File: src/logic/ramio_settings.svh
`ifndef RAMIO_SETTINGS_SVH
`define RAMIO_SETTINGS_SVH

`define CPU_ADDR_BITS 32
`define CPU_DATA_BITS 32
`define RAM_ADDR_BITS 21                        // burst byte address
`define LINE_ADDR_BITS (`RAM_ADDR_BITS - 3)     // 8 bytes per line
`define LINE_INDEX_BITS 4                       // 16 cache lines
`define BR_DATA_BITS 64
`define BR_WRITE_GAP 4                          // idle cycles after a write command

`endif

File: src/logic/cpu_bus_pkg.sv
`include "ramio_settings.svh"

// ---------------------------------------------------------------------------
// cpu side of ramio: access kinds and the decoded operation
// ---------------------------------------------------------------------------
package cpu_bus_pkg;

  typedef enum logic [1:0] {
    WR_NONE = 2'd0,
    WR_BYTE = 2'd1,
    WR_HALF = 2'd2,
    WR_WORD = 2'd3
  } write_type_t;

  // bit 2 marks the zero-extended loads
  typedef enum logic [2:0] {
    RD_NONE   = 3'd0,
    RD_BYTE   = 3'd1,
    RD_HALF   = 3'd2,
    RD_WORD   = 3'd3,
    RD_BYTE_U = 3'd5,
    RD_HALF_U = 3'd6
  } read_type_t;

  typedef struct packed {
    logic [`LINE_ADDR_BITS-1:0]  line_addr;  // address above the line offset
    logic                        is_write;
    logic [`BR_DATA_BITS/8-1:0]  byte_mask;  // lanes touched by a write
    logic [`BR_DATA_BITS-1:0]    wr_data;    // already in lane position
    logic [2:0]                  offset;
    read_type_t                  read_type;
  } mem_op_t;

endpackage

File: src/logic/burst_ram_pkg.sv
`include "ramio_settings.svh"

// ---------------------------------------------------------------------------
// burst side of ramio: line data and controller commands
// ---------------------------------------------------------------------------
package burst_ram_pkg;

  typedef logic [`BR_DATA_BITS-1:0] line_t;

  typedef enum logic {
    BR_READ  = 1'b0,
    BR_WRITE = 1'b1
  } br_cmd_kind_t;

  typedef struct packed {
    br_cmd_kind_t                cmd;
    logic [`RAM_ADDR_BITS-1:0]   addr;       // byte address, line aligned
    line_t                       wr_data;
    logic [`BR_DATA_BITS/8-1:0]  data_mask;  // 0 writes the byte
  } br_cmd_t;

  // hit line on its way to the load aligner
  typedef struct packed {
    line_t                    data;
    logic [2:0]               offset;
    cpu_bus_pkg::read_type_t  read_type;
  } load_rsp_t;

endpackage

File: src/logic/access_decode.sv
`timescale 1ns/1ps
`include "ramio_settings.svh"

module access_decode (
  input  logic                        clk,
  input  logic                        reset,
  input  logic                        enable,
  input  cpu_bus_pkg::write_type_t    write_type,
  input  cpu_bus_pkg::read_type_t     read_type,
  input  logic [`CPU_ADDR_BITS-1:0]   address,
  input  logic [`CPU_DATA_BITS-1:0]   data_in,
  input  logic                        op_ready,
  output logic                        busy,
  output cpu_bus_pkg::mem_op_t        op,
  output logic                        op_valid
);

  cpu_bus_pkg::mem_op_t next_op;
  logic [`BR_DATA_BITS/8-1:0] lane_mask;
  logic [`BR_DATA_BITS-1:0] wide_data;
  logic accept;

  // slot full and the cache not taking it this cycle
  assign busy = op_valid && !op_ready;
  assign accept = enable && !busy;

  assign wide_data = `BR_DATA_BITS'(data_in);

  always_comb begin
    case (write_type)
      cpu_bus_pkg::WR_BYTE: lane_mask = 8'h01;
      cpu_bus_pkg::WR_HALF: lane_mask = 8'h03;
      cpu_bus_pkg::WR_WORD: lane_mask = 8'h0f;
      default:              lane_mask = 8'h00;  // read
    endcase
  end

  always_comb begin
    next_op = '0;
    next_op.line_addr = address[`RAM_ADDR_BITS-1:3];
    next_op.offset = address[2:0];
    next_op.is_write = (write_type != cpu_bus_pkg::WR_NONE);
    next_op.byte_mask = lane_mask << address[2:0];
    next_op.wr_data = wide_data << {address[2:0], 3'b000};  // move into lane
    next_op.read_type = read_type;
  end

  // one-entry output slot
  always_ff @(posedge clk) begin
    if (reset) begin
      op_valid <= 1'b0;
    end else if (accept) begin
      op_valid <= 1'b1;
    end else if (op_ready) begin
      op_valid <= 1'b0;
    end
  end

  always_ff @(posedge clk) begin
    if (accept) begin
      op <= next_op;
    end
  end

endmodule

File: src/logic/line_cache.sv
`timescale 1ns/1ps
`include "ramio_settings.svh"

module line_cache (
  input  logic                      clk,
  input  logic                      reset,
  input  cpu_bus_pkg::mem_op_t      op,
  input  logic                      op_valid,
  output logic                      op_ready,
  input  logic                      init_calib,
  output burst_ram_pkg::br_cmd_t    br_req,
  output logic                      br_cmd_en,
  input  burst_ram_pkg::line_t      br_rd_data,
  input  logic                      br_rd_data_valid,
  output burst_ram_pkg::load_rsp_t  rsp,
  output logic                      rsp_valid
);

  localparam int LINES = 1 << `LINE_INDEX_BITS;
  localparam int TAG_BITS = `LINE_ADDR_BITS - `LINE_INDEX_BITS;
  localparam int GAP_BITS = $clog2(`BR_WRITE_GAP + 2);
  localparam int LANES = `BR_DATA_BITS / 8;

  typedef enum logic [2:0] {
    S_LOOKUP,     // hit check on the held operation
    S_WRITEBACK,  // dirty victim goes out
    S_GAP,        // idle time after the write command
    S_READ,       // request the missing line
    S_FILL        // wait for read data
  } state_t;

  state_t state;
  cpu_bus_pkg::mem_op_t cur_op;
  logic cur_valid;
  logic [GAP_BITS-1:0] gap_cnt;

  // ---------------------------------------------------------------------------
  // line storage
  // ---------------------------------------------------------------------------
  logic [TAG_BITS-1:0] tag_mem [LINES];
  burst_ram_pkg::line_t data_mem [LINES];
  logic [LINES-1:0] line_valid;
  logic [LINES-1:0] line_dirty;

  logic [`LINE_INDEX_BITS-1:0] idx;
  logic [TAG_BITS-1:0] tag;
  logic hit;
  burst_ram_pkg::line_t merged;
  logic [`RAM_ADDR_BITS-1:0] victim_addr;
  logic [`RAM_ADDR_BITS-1:0] fill_addr;

  assign idx = cur_op.line_addr[`LINE_INDEX_BITS-1:0];
  assign tag = cur_op.line_addr[`LINE_ADDR_BITS-1:`LINE_INDEX_BITS];

  assign hit = cur_valid && (state == S_LOOKUP) && line_valid[idx] && (tag_mem[idx] == tag);

  // stage frees up on the same edge a hit completes
  assign op_ready = !cur_valid || hit;

  assign victim_addr = {tag_mem[idx], idx, 3'b000};
  assign fill_addr = {cur_op.line_addr, 3'b000};

  always_comb begin
    for (int i = 0; i < LANES; i++) begin
      merged[i*8 +: 8] = cur_op.byte_mask[i] ? cur_op.wr_data[i*8 +: 8]
                                             : data_mem[idx][i*8 +: 8];
    end
  end

  // ---------------------------------------------------------------------------
  // control and miss sequencer
  // ---------------------------------------------------------------------------
  always_ff @(posedge clk) begin
    if (reset) begin
      state <= S_LOOKUP;
      cur_valid <= 1'b0;
      line_valid <= '0;
      line_dirty <= '0;
      gap_cnt <= '0;
      br_cmd_en <= 1'b0;
      rsp_valid <= 1'b0;
    end else begin
      br_cmd_en <= 1'b0;  // single-cycle strobes
      rsp_valid <= 1'b0;

      if (op_valid && op_ready) begin
        cur_valid <= 1'b1;
      end else if (hit) begin
        cur_valid <= 1'b0;
      end

      case (state)
        S_LOOKUP: begin
          if (hit) begin
            if (cur_op.is_write) begin
              line_dirty[idx] <= 1'b1;
            end else begin
              rsp_valid <= 1'b1;
            end
          end else if (cur_valid) begin
            if (line_valid[idx] && line_dirty[idx]) begin
              state <= S_WRITEBACK;
            end else begin
              state <= S_READ;
            end
          end
        end
        S_WRITEBACK: begin
          if (init_calib) begin
            br_cmd_en <= 1'b1;
            line_dirty[idx] <= 1'b0;
            gap_cnt <= GAP_BITS'(`BR_WRITE_GAP);
            state <= S_GAP;
          end
        end
        S_GAP: begin
          if (gap_cnt <= GAP_BITS'(1)) begin
            state <= S_READ;
          end else begin
            gap_cnt <= gap_cnt - 1'b1;
          end
        end
        S_READ: begin
          if (init_calib) begin
            br_cmd_en <= 1'b1;
            state <= S_FILL;
          end
        end
        S_FILL: begin
          if (br_rd_data_valid) begin
            line_valid[idx] <= 1'b1;
            state <= S_LOOKUP;  // replay now hits
          end
        end
        default: state <= S_LOOKUP;
      endcase
    end
  end

  // ---------------------------------------------------------------------------
  // data path
  // ---------------------------------------------------------------------------
  always_ff @(posedge clk) begin
    if (op_valid && op_ready) begin
      cur_op <= op;
    end

    if (hit && cur_op.is_write) begin
      data_mem[idx] <= merged;
    end
    if (state == S_FILL && br_rd_data_valid) begin
      data_mem[idx] <= br_rd_data;
      tag_mem[idx] <= tag;
    end

    if (hit && !cur_op.is_write) begin
      rsp <= '{data: data_mem[idx], offset: cur_op.offset, read_type: cur_op.read_type};
    end

    // whole line always so the mask stays zero
    if (state == S_WRITEBACK) begin
      br_req <= '{cmd: burst_ram_pkg::BR_WRITE, addr: victim_addr,
                  wr_data: data_mem[idx], data_mask: '0};
    end else if (state == S_READ) begin
      br_req <= '{cmd: burst_ram_pkg::BR_READ, addr: fill_addr,
                  wr_data: data_mem[idx], data_mask: '0};
    end
  end

endmodule

File: src/logic/load_align.sv
`timescale 1ns/1ps
`include "ramio_settings.svh"

module load_align (
  input  logic                       clk,
  input  logic                       reset,
  input  burst_ram_pkg::load_rsp_t   rsp,
  input  logic                       rsp_valid,
  output logic [`CPU_DATA_BITS-1:0]  data_out,
  output logic                       data_out_ready
);

  logic [`BR_DATA_BITS-1:0] shifted;
  logic [`CPU_DATA_BITS-1:0] value;

  assign shifted = rsp.data >> {rsp.offset, 3'b000};  // addressed byte to bit 0

  always_comb begin
    case (rsp.read_type)
      cpu_bus_pkg::RD_BYTE:   value = {{24{shifted[7]}}, shifted[7:0]};
      cpu_bus_pkg::RD_HALF:   value = {{16{shifted[15]}}, shifted[15:0]};
      cpu_bus_pkg::RD_WORD:   value = shifted[31:0];
      cpu_bus_pkg::RD_BYTE_U: value = {24'b0, shifted[7:0]};
      cpu_bus_pkg::RD_HALF_U: value = {16'b0, shifted[15:0]};
      default:                value = '0;
    endcase
  end

  always_ff @(posedge clk) begin
    if (reset) begin
      data_out_ready <= 1'b0;
    end else begin
      data_out_ready <= rsp_valid;  // one pulse per read
    end
  end

  always_ff @(posedge clk) begin
    if (rsp_valid) begin
      data_out <= value;
    end
  end

endmodule

File: src/logic/ramio.sv
`timescale 1ns/1ps
`include "ramio_settings.svh"

module ramio (
  input  logic                          clk,
  input  logic                          reset,
  input  logic                          init_calib,
  input  logic                          enable,
  input  cpu_bus_pkg::write_type_t      write_type,
  input  cpu_bus_pkg::read_type_t       read_type,
  input  logic [`CPU_ADDR_BITS-1:0]     address,
  input  logic [`CPU_DATA_BITS-1:0]     data_in,
  input  burst_ram_pkg::line_t          br_rd_data,
  input  logic                          br_rd_data_valid,
  output logic                          busy,
  output logic [`CPU_DATA_BITS-1:0]     data_out,
  output logic                          data_out_ready,
  output logic                          br_cmd,        // 0 read, 1 write
  output logic                          br_cmd_en,
  output logic [`RAM_ADDR_BITS-1:0]     br_addr,
  output burst_ram_pkg::line_t          br_wr_data,
  output logic [`BR_DATA_BITS/8-1:0]    br_data_mask
);

  cpu_bus_pkg::mem_op_t op;
  logic op_valid;
  logic op_ready;
  burst_ram_pkg::br_cmd_t br_req;
  burst_ram_pkg::load_rsp_t rsp;
  logic rsp_valid;

  // ---------------------------------------------------------------------------
  // decode, cache, align
  // ---------------------------------------------------------------------------
  access_decode u_decode (
    .clk, .reset, .enable, .write_type, .read_type, .address, .data_in,
    .op_ready, .busy, .op, .op_valid
  );

  line_cache u_cache (
    .clk, .reset, .op, .op_valid, .op_ready, .init_calib,
    .br_req, .br_cmd_en, .br_rd_data, .br_rd_data_valid,
    .rsp, .rsp_valid
  );

  load_align u_align (
    .clk, .reset, .rsp, .rsp_valid, .data_out, .data_out_ready
  );

  // burst command fields out to the controller
  assign br_cmd = br_req.cmd;
  assign br_addr = br_req.addr;
  assign br_wr_data = br_req.wr_data;
  assign br_data_mask = br_req.data_mask;

endmodule

File: config.mk
export PLATFORM = sky130hd
export DESIGN_NAME = ramio
export DESIGN_NICKNAME = d
export VERILOG_FILES = /design/src/logic/cpu_bus_pkg.sv /design/src/logic/burst_ram_pkg.sv /design/src/logic/access_decode.sv /design/src/logic/line_cache.sv /design/src/logic/load_align.sv /design/src/logic/ramio.sv
export VERILOG_INCLUDE_DIRS = /design/src /design/src/logic
export SDC_FILE = /design/constraint.sdc
export NUM_CORES = 2
export LEC_CHECK = 0
export BUFFER_PORTS_ARGS = -buffer_cell sky130_fd_sc_hd__buf_2
export CORE_MARGIN = 8
export CORE_UTILIZATION = 52
export CTS_BUF_LIST = sky130_fd_sc_hd__clkbuf_8 sky130_fd_sc_hd__clkbuf_16
export DETAILED_ROUTE_END_ITERATION = 8
export HOLD_SLACK_MARGIN = 0.06
export PLACE_DENSITY = 0.69
export SLEW_MARGIN = 15
export SYNTH_ARGS = -nofsm -noshare
export SYNTH_HDL_FRONTEND = slang
export SYNTH_HIERARCHICAL = 1
export SYNTH_SLANG_ARGS = --single-unit
File: constraint.sdc
create_clock -name clk -period 9.8 [get_ports clk]
set_input_delay 0.98 -clock clk [delete_from_list [all_inputs] [get_ports clk]]
set_output_delay 0.98 -clock clk [all_outputs]
set_load 0.05 [all_outputs]
* Yosys cells after proc, flatten, opt, wreduce, memory -nomap -nowiden
Memories as Yosys holds them, arrays and structs flattened. A register that Yosys moved wholly into a read port is not among the register bits.
Index checks and enable logic that the tools add are counted.
** Operators by class
- Add/subtract/negate cells :: 1
- Magnitude comparators :: 3
- Equal/unequal tests :: 22
- Shifts and indexed selects :: 3
- Mux-type cells :: 45
- Bitwise operators :: 8
- Reductions and logical operators :: 30
** Operators by type and width (count)
- two-way mux 93 bit :: 2
- case mux 32 bit (5 select lines) :: 1
- two-way mux 64 bit :: 1
- two-way mux 8 bit :: 8
- left shift 32 x 6 -> 64 bit :: 1
- >> shifter 64 x 6 -> 32 bit :: 1
- two-way mux 16 bit :: 3
- OR 16 bit :: 2
- case mux 16 bit (2 select lines) :: 1
- two-way mux 3 bit :: 7
- bitwise AND 16 bit :: 1
- inverter 16 bit :: 1
- case mux 3 bit (5 select lines) :: 1
- == test 14 bit :: 1
- two-way mux 1 bit :: 13
- == test 3 x 2 -> 1 bit, second input constant :: 4
- case mux 4 bit (3 select lines) :: 1
- nonzero test 2 bit :: 6
- logical AND 1 bit :: 11
- != test 2 bit, second input constant :: 5
- == test 3 bit, second input constant :: 3
- binary-select mux 1 bit (select 4 bit) :: 2
- two-way mux 4 bit :: 2
- != test 2 x 1 -> 1 bit, second input constant :: 4
- other kinds (22) :: 30
** Storage, ports and cells
- Bits in registers :: 422
- Bits in writable memories :: 1248
- Input bits :: 138
- Output and inout port bits :: 129
- Word-level logic and storage cells :: 142
- Memories kept :: 2
** Memories
- u_cache.data_mem :: words 16, width 64, read ports 1, clocked after memory_dff 1, write ports 1, RTL line line_cache.sv:41 : burst_ram_pkg::line_t data_mem [LINES];
- u_cache.tag_mem :: words 16, width 14, read ports 1, clocked after memory_dff 1, write ports 1, RTL line line_cache.sv:40 : logic [TAG_BITS-1:0] tag_mem [LINES];

* Longest topological paths before layout
- Depth after elaboration :: 10
- Gate-level depth with buffers :: 13
- Mapped depth without buffers :: 9

* Cells and area by module
Netlist, hierarchy kept.
** Modules (own cells, without submodules)
- line_cache :: instances 1, cells an instance 2684, area each 58752.6 um^2, seq. area each 45874.0 um^2
- access_decode :: instances 1, cells an instance 303, area each 4379.2 um^2, seq. area each 2932.8 um^2
- load_align :: instances 1, cells an instance 197, area each 2682.6 um^2, seq. area each 980.9 um^2

* Least setup slack after synthesis
OpenSTA, ideal clock, no wires.
- Kind :: register to register
- Start point :: register with a tool-made name
- End point :: register, netlist name u_decode/op[0]
- Setup time :: 0.563 ns
- Data arrival time :: 6.861 ns
- Required time :: 9.237 ns
- Setup slack :: 2.376 ns
- Cell stages (with the launch flop) :: 11
- Path buffers :: 2
- Clock period less this slack :: 7.424 ns
- Cell sequence :: dfxtp_1 > buf_6 > buf_6 > mux4_2 > a22oi_1 > nand3_1 > xnor2_1 > o2111ai_2 > o41ai_4 > nor2b_1 > nor2b_1

==> run metrics <==
Max FO, Critical Path=105; Worst EP required=10.21 ns; synth-to-layout area growth=13.3%; RSZ-0062 raised after global routing=false; Tot GR Track Use=23.6%; actual slew at the worst max-slew pin=1.19 ns; VDD IR-drop max=0.202 mV; total core area=0.126 mm^2; drt wl/cell=30.9 um; drt drc=0; global-route wire length before repair=234000 um; deepest level of the CTS H-tree=4; worst skew pair latency=0.81 ns; Routed Wire Length=164000 um; Rows=130; area of the multi-input gates=0.0151 mm^2; pin count of the biggest net entering global routing=106; Yosys top cell by area=edfxtp_1; number of DRC markers in iteration 0=4145; Final Hold Viols=0; met2 Use GR=36.7%; layout cells sized above 1=29.7%; post-synth top area share=74.2%; Layout Nets=3670; FF/Latch Area=0.0498 mm^2; Synth Register Bits=1674; Inserted Clock Buffers=162; grt peak-use layer=met2; Initial Util=52.4%; Min Clock Period, post-route=6.15 ns; met3 GRT Util=6.63%; outcome=complete, no violations; Clock Skew=0.0499 ns; Final ANT Viol Nets=0; Max Cap Viol=0; chip height=372 um; via count=33400; vias in the first global route=32900; # hold bufs at CTS=0; static leakage power=0.0245 uW; sequential share of the synthesized area=75.6%; CTS clk-pin slew, worst paths=0.06 ns; Die ar.=0.138 mm^2; most common cell in the synthesized netlist=edfxtp_1; area of the mapped netlist=0.0658 mm^2; Primary FF master, synth=edfxtp_1; cts repair resizes=0; post-synthesis average cell area=20.7 um^2; top post-synthesis cells by count=edfxtp_1, mux4_2, mux2i_1, nand2_1, nor2_1; fmax=163 MHz; post-synthesis async set-or-reset flop share=0%; DR pass1 iterations=6; DR vias/cell=6.27; CTS tree=done; Placed Instance Area=0.0693 mm^2; post-synth cell types=75; setup TNS=0 ns; top cells by area, synth=edfxtp_1, mux4_2, mux2i_1; Post-synth EDFFs=1626; final setup fails=0; P per Cell Area=216 mW/mm^2; arrival time at the worst endpoint=6.56 ns; Crit Path Category=reg2reg; initial antenna violation count=11; routability cong.=0.874; Hold Path Class=in2reg; HPWL Detailed=99400 um; Final Cycle Share=62.8%; pins over their slew limit=0; Fillers=8926; PortBufs=244; Setup crit start kind=flop; postcts setup bufs=0; CTS Sinks=1674; # IOs=267; Overflow after GRT=0; die width=372 um; Max Root-Sink Buffers=3; relative slew slack=20.8%; Final Cell Area=0.0746 mm^2; Crit. End Element=flop; met1 usage=32.5%; Mapped Cells=3184; Syn. warnings=6; Root Driver=clkbuf_16
## layer usage
metal	wire [um]	vias to the layer above
li1	-	13900
met1	63700	17400
met2	77200	1790
met3	18100	257
met4	5200	6
met5	38	-
## registers in the layout (all words and copies together), names as in the netlist, 3 cells and up, named ones only
name / cells
u_cache/data_mem: 1024
u_cache/state: 3
u_cache/br_req: 83
u_align/data_out: 32
u_cache/gap_cnt: 3
u_decode/op: 97
u_cache/tag_mem: 224
u_cache/rsp: 70
u_cache/cur_op: 97
u_cache/line_valid: 16
## per-stage QoR
stage                     setup WS [ns]  util [%]  instances  total power (uW)  hold slack, ns
after global placement             3.64      55.1       5012             10200           0.401
final                              3.65      59.4       5322             16100           0.344
after detailed placement           3.64      55.2       5016             10200           0.405
after CTS                          3.56      59.4       5317             16200           0.292
after floorplan                    2.38         -       3194              9580           0.400
after global routing               3.30      59.4       5319             16600           0.319
## cells in the final DEF, fill, tap and decap left out, types with 30 or more instances in the layout
master        n
a22oi_1      39
buf_2       244
buf_4       122
clkbuf_16   163
clkinv_1     40
dfxtp_1      44
edfxtp_1   1626
inv_1        52
mux2i_1     160
mux4_2      397
nand2_1     136
nor2_1      111
nor2b_1      32
o21ai_0      89
o22ai_1      30
## cell type report
cell class	instances	share of cell area (%)
Sequential cell	1674	66.8
Tap cell	1650	2.77
Clock inverter	135	1.51
Antenna cell	5	0.0168
Inverter	17	0.0923
Clock buffer	166	5.52
Multi-Input combinational cell	1302	20.3
Timing Repair Buffer	373	3.07
## where the power goes
part           internal [uW]  switching (uW)  total [uW]
clock                   3370            2690        6060
combinational            485            1210        1690
sequential              8240             117        8350
## worst max-delay path: stages (launching register included)
cell and delay, ns:
dfxtp_4 0.58, buf_4 0.64, buf_12 0.54, mux4_2 0.43
mux2i_1 0.22, xnor2_1 0.09, o221ai_1 0.30, nand4_1 0.21
nor4_4 0.24, buf_4 0.38, nor2_4 0.25, nor2_4 0.56
buf_4 0.62, buf_4 0.62
## kinds of logic after synthesis
| group | count (synthesis) | share of synthesized area (%) |
|---|---|---|
| AO/OA/AOI/OAI | 273 | 2.80 |
| other | 1 | 0.00570 |
| multiplexers | 591 | 16.7 |
| AND/OR/NAND/NOR | 417 | 3.02 |
| XOR/XNOR | 8 | 0.106 |
| adder cells (fa/ha/maj) | 2 | 0.0380 |
| flip-flops | 1674 | 75.6 |
| buffers and inverters | 218 | 1.69 |
## worst paths after layout
kind,startpoint,endpoint,slack (ns),depth (start not counted)
setup / recovery,flop,u_cache/data_mem[10][13],3.65,13
hold / removal,address[11],u_decode/op[87],0.34,1
hold reg to reg,u_decode/op[42],u_cache/cur_op[42],0.42,0
setup reg to reg,flop,u_cache/data_mem[10][13],3.65,13
No activity file was read; power rests on OpenSTA's default activity.
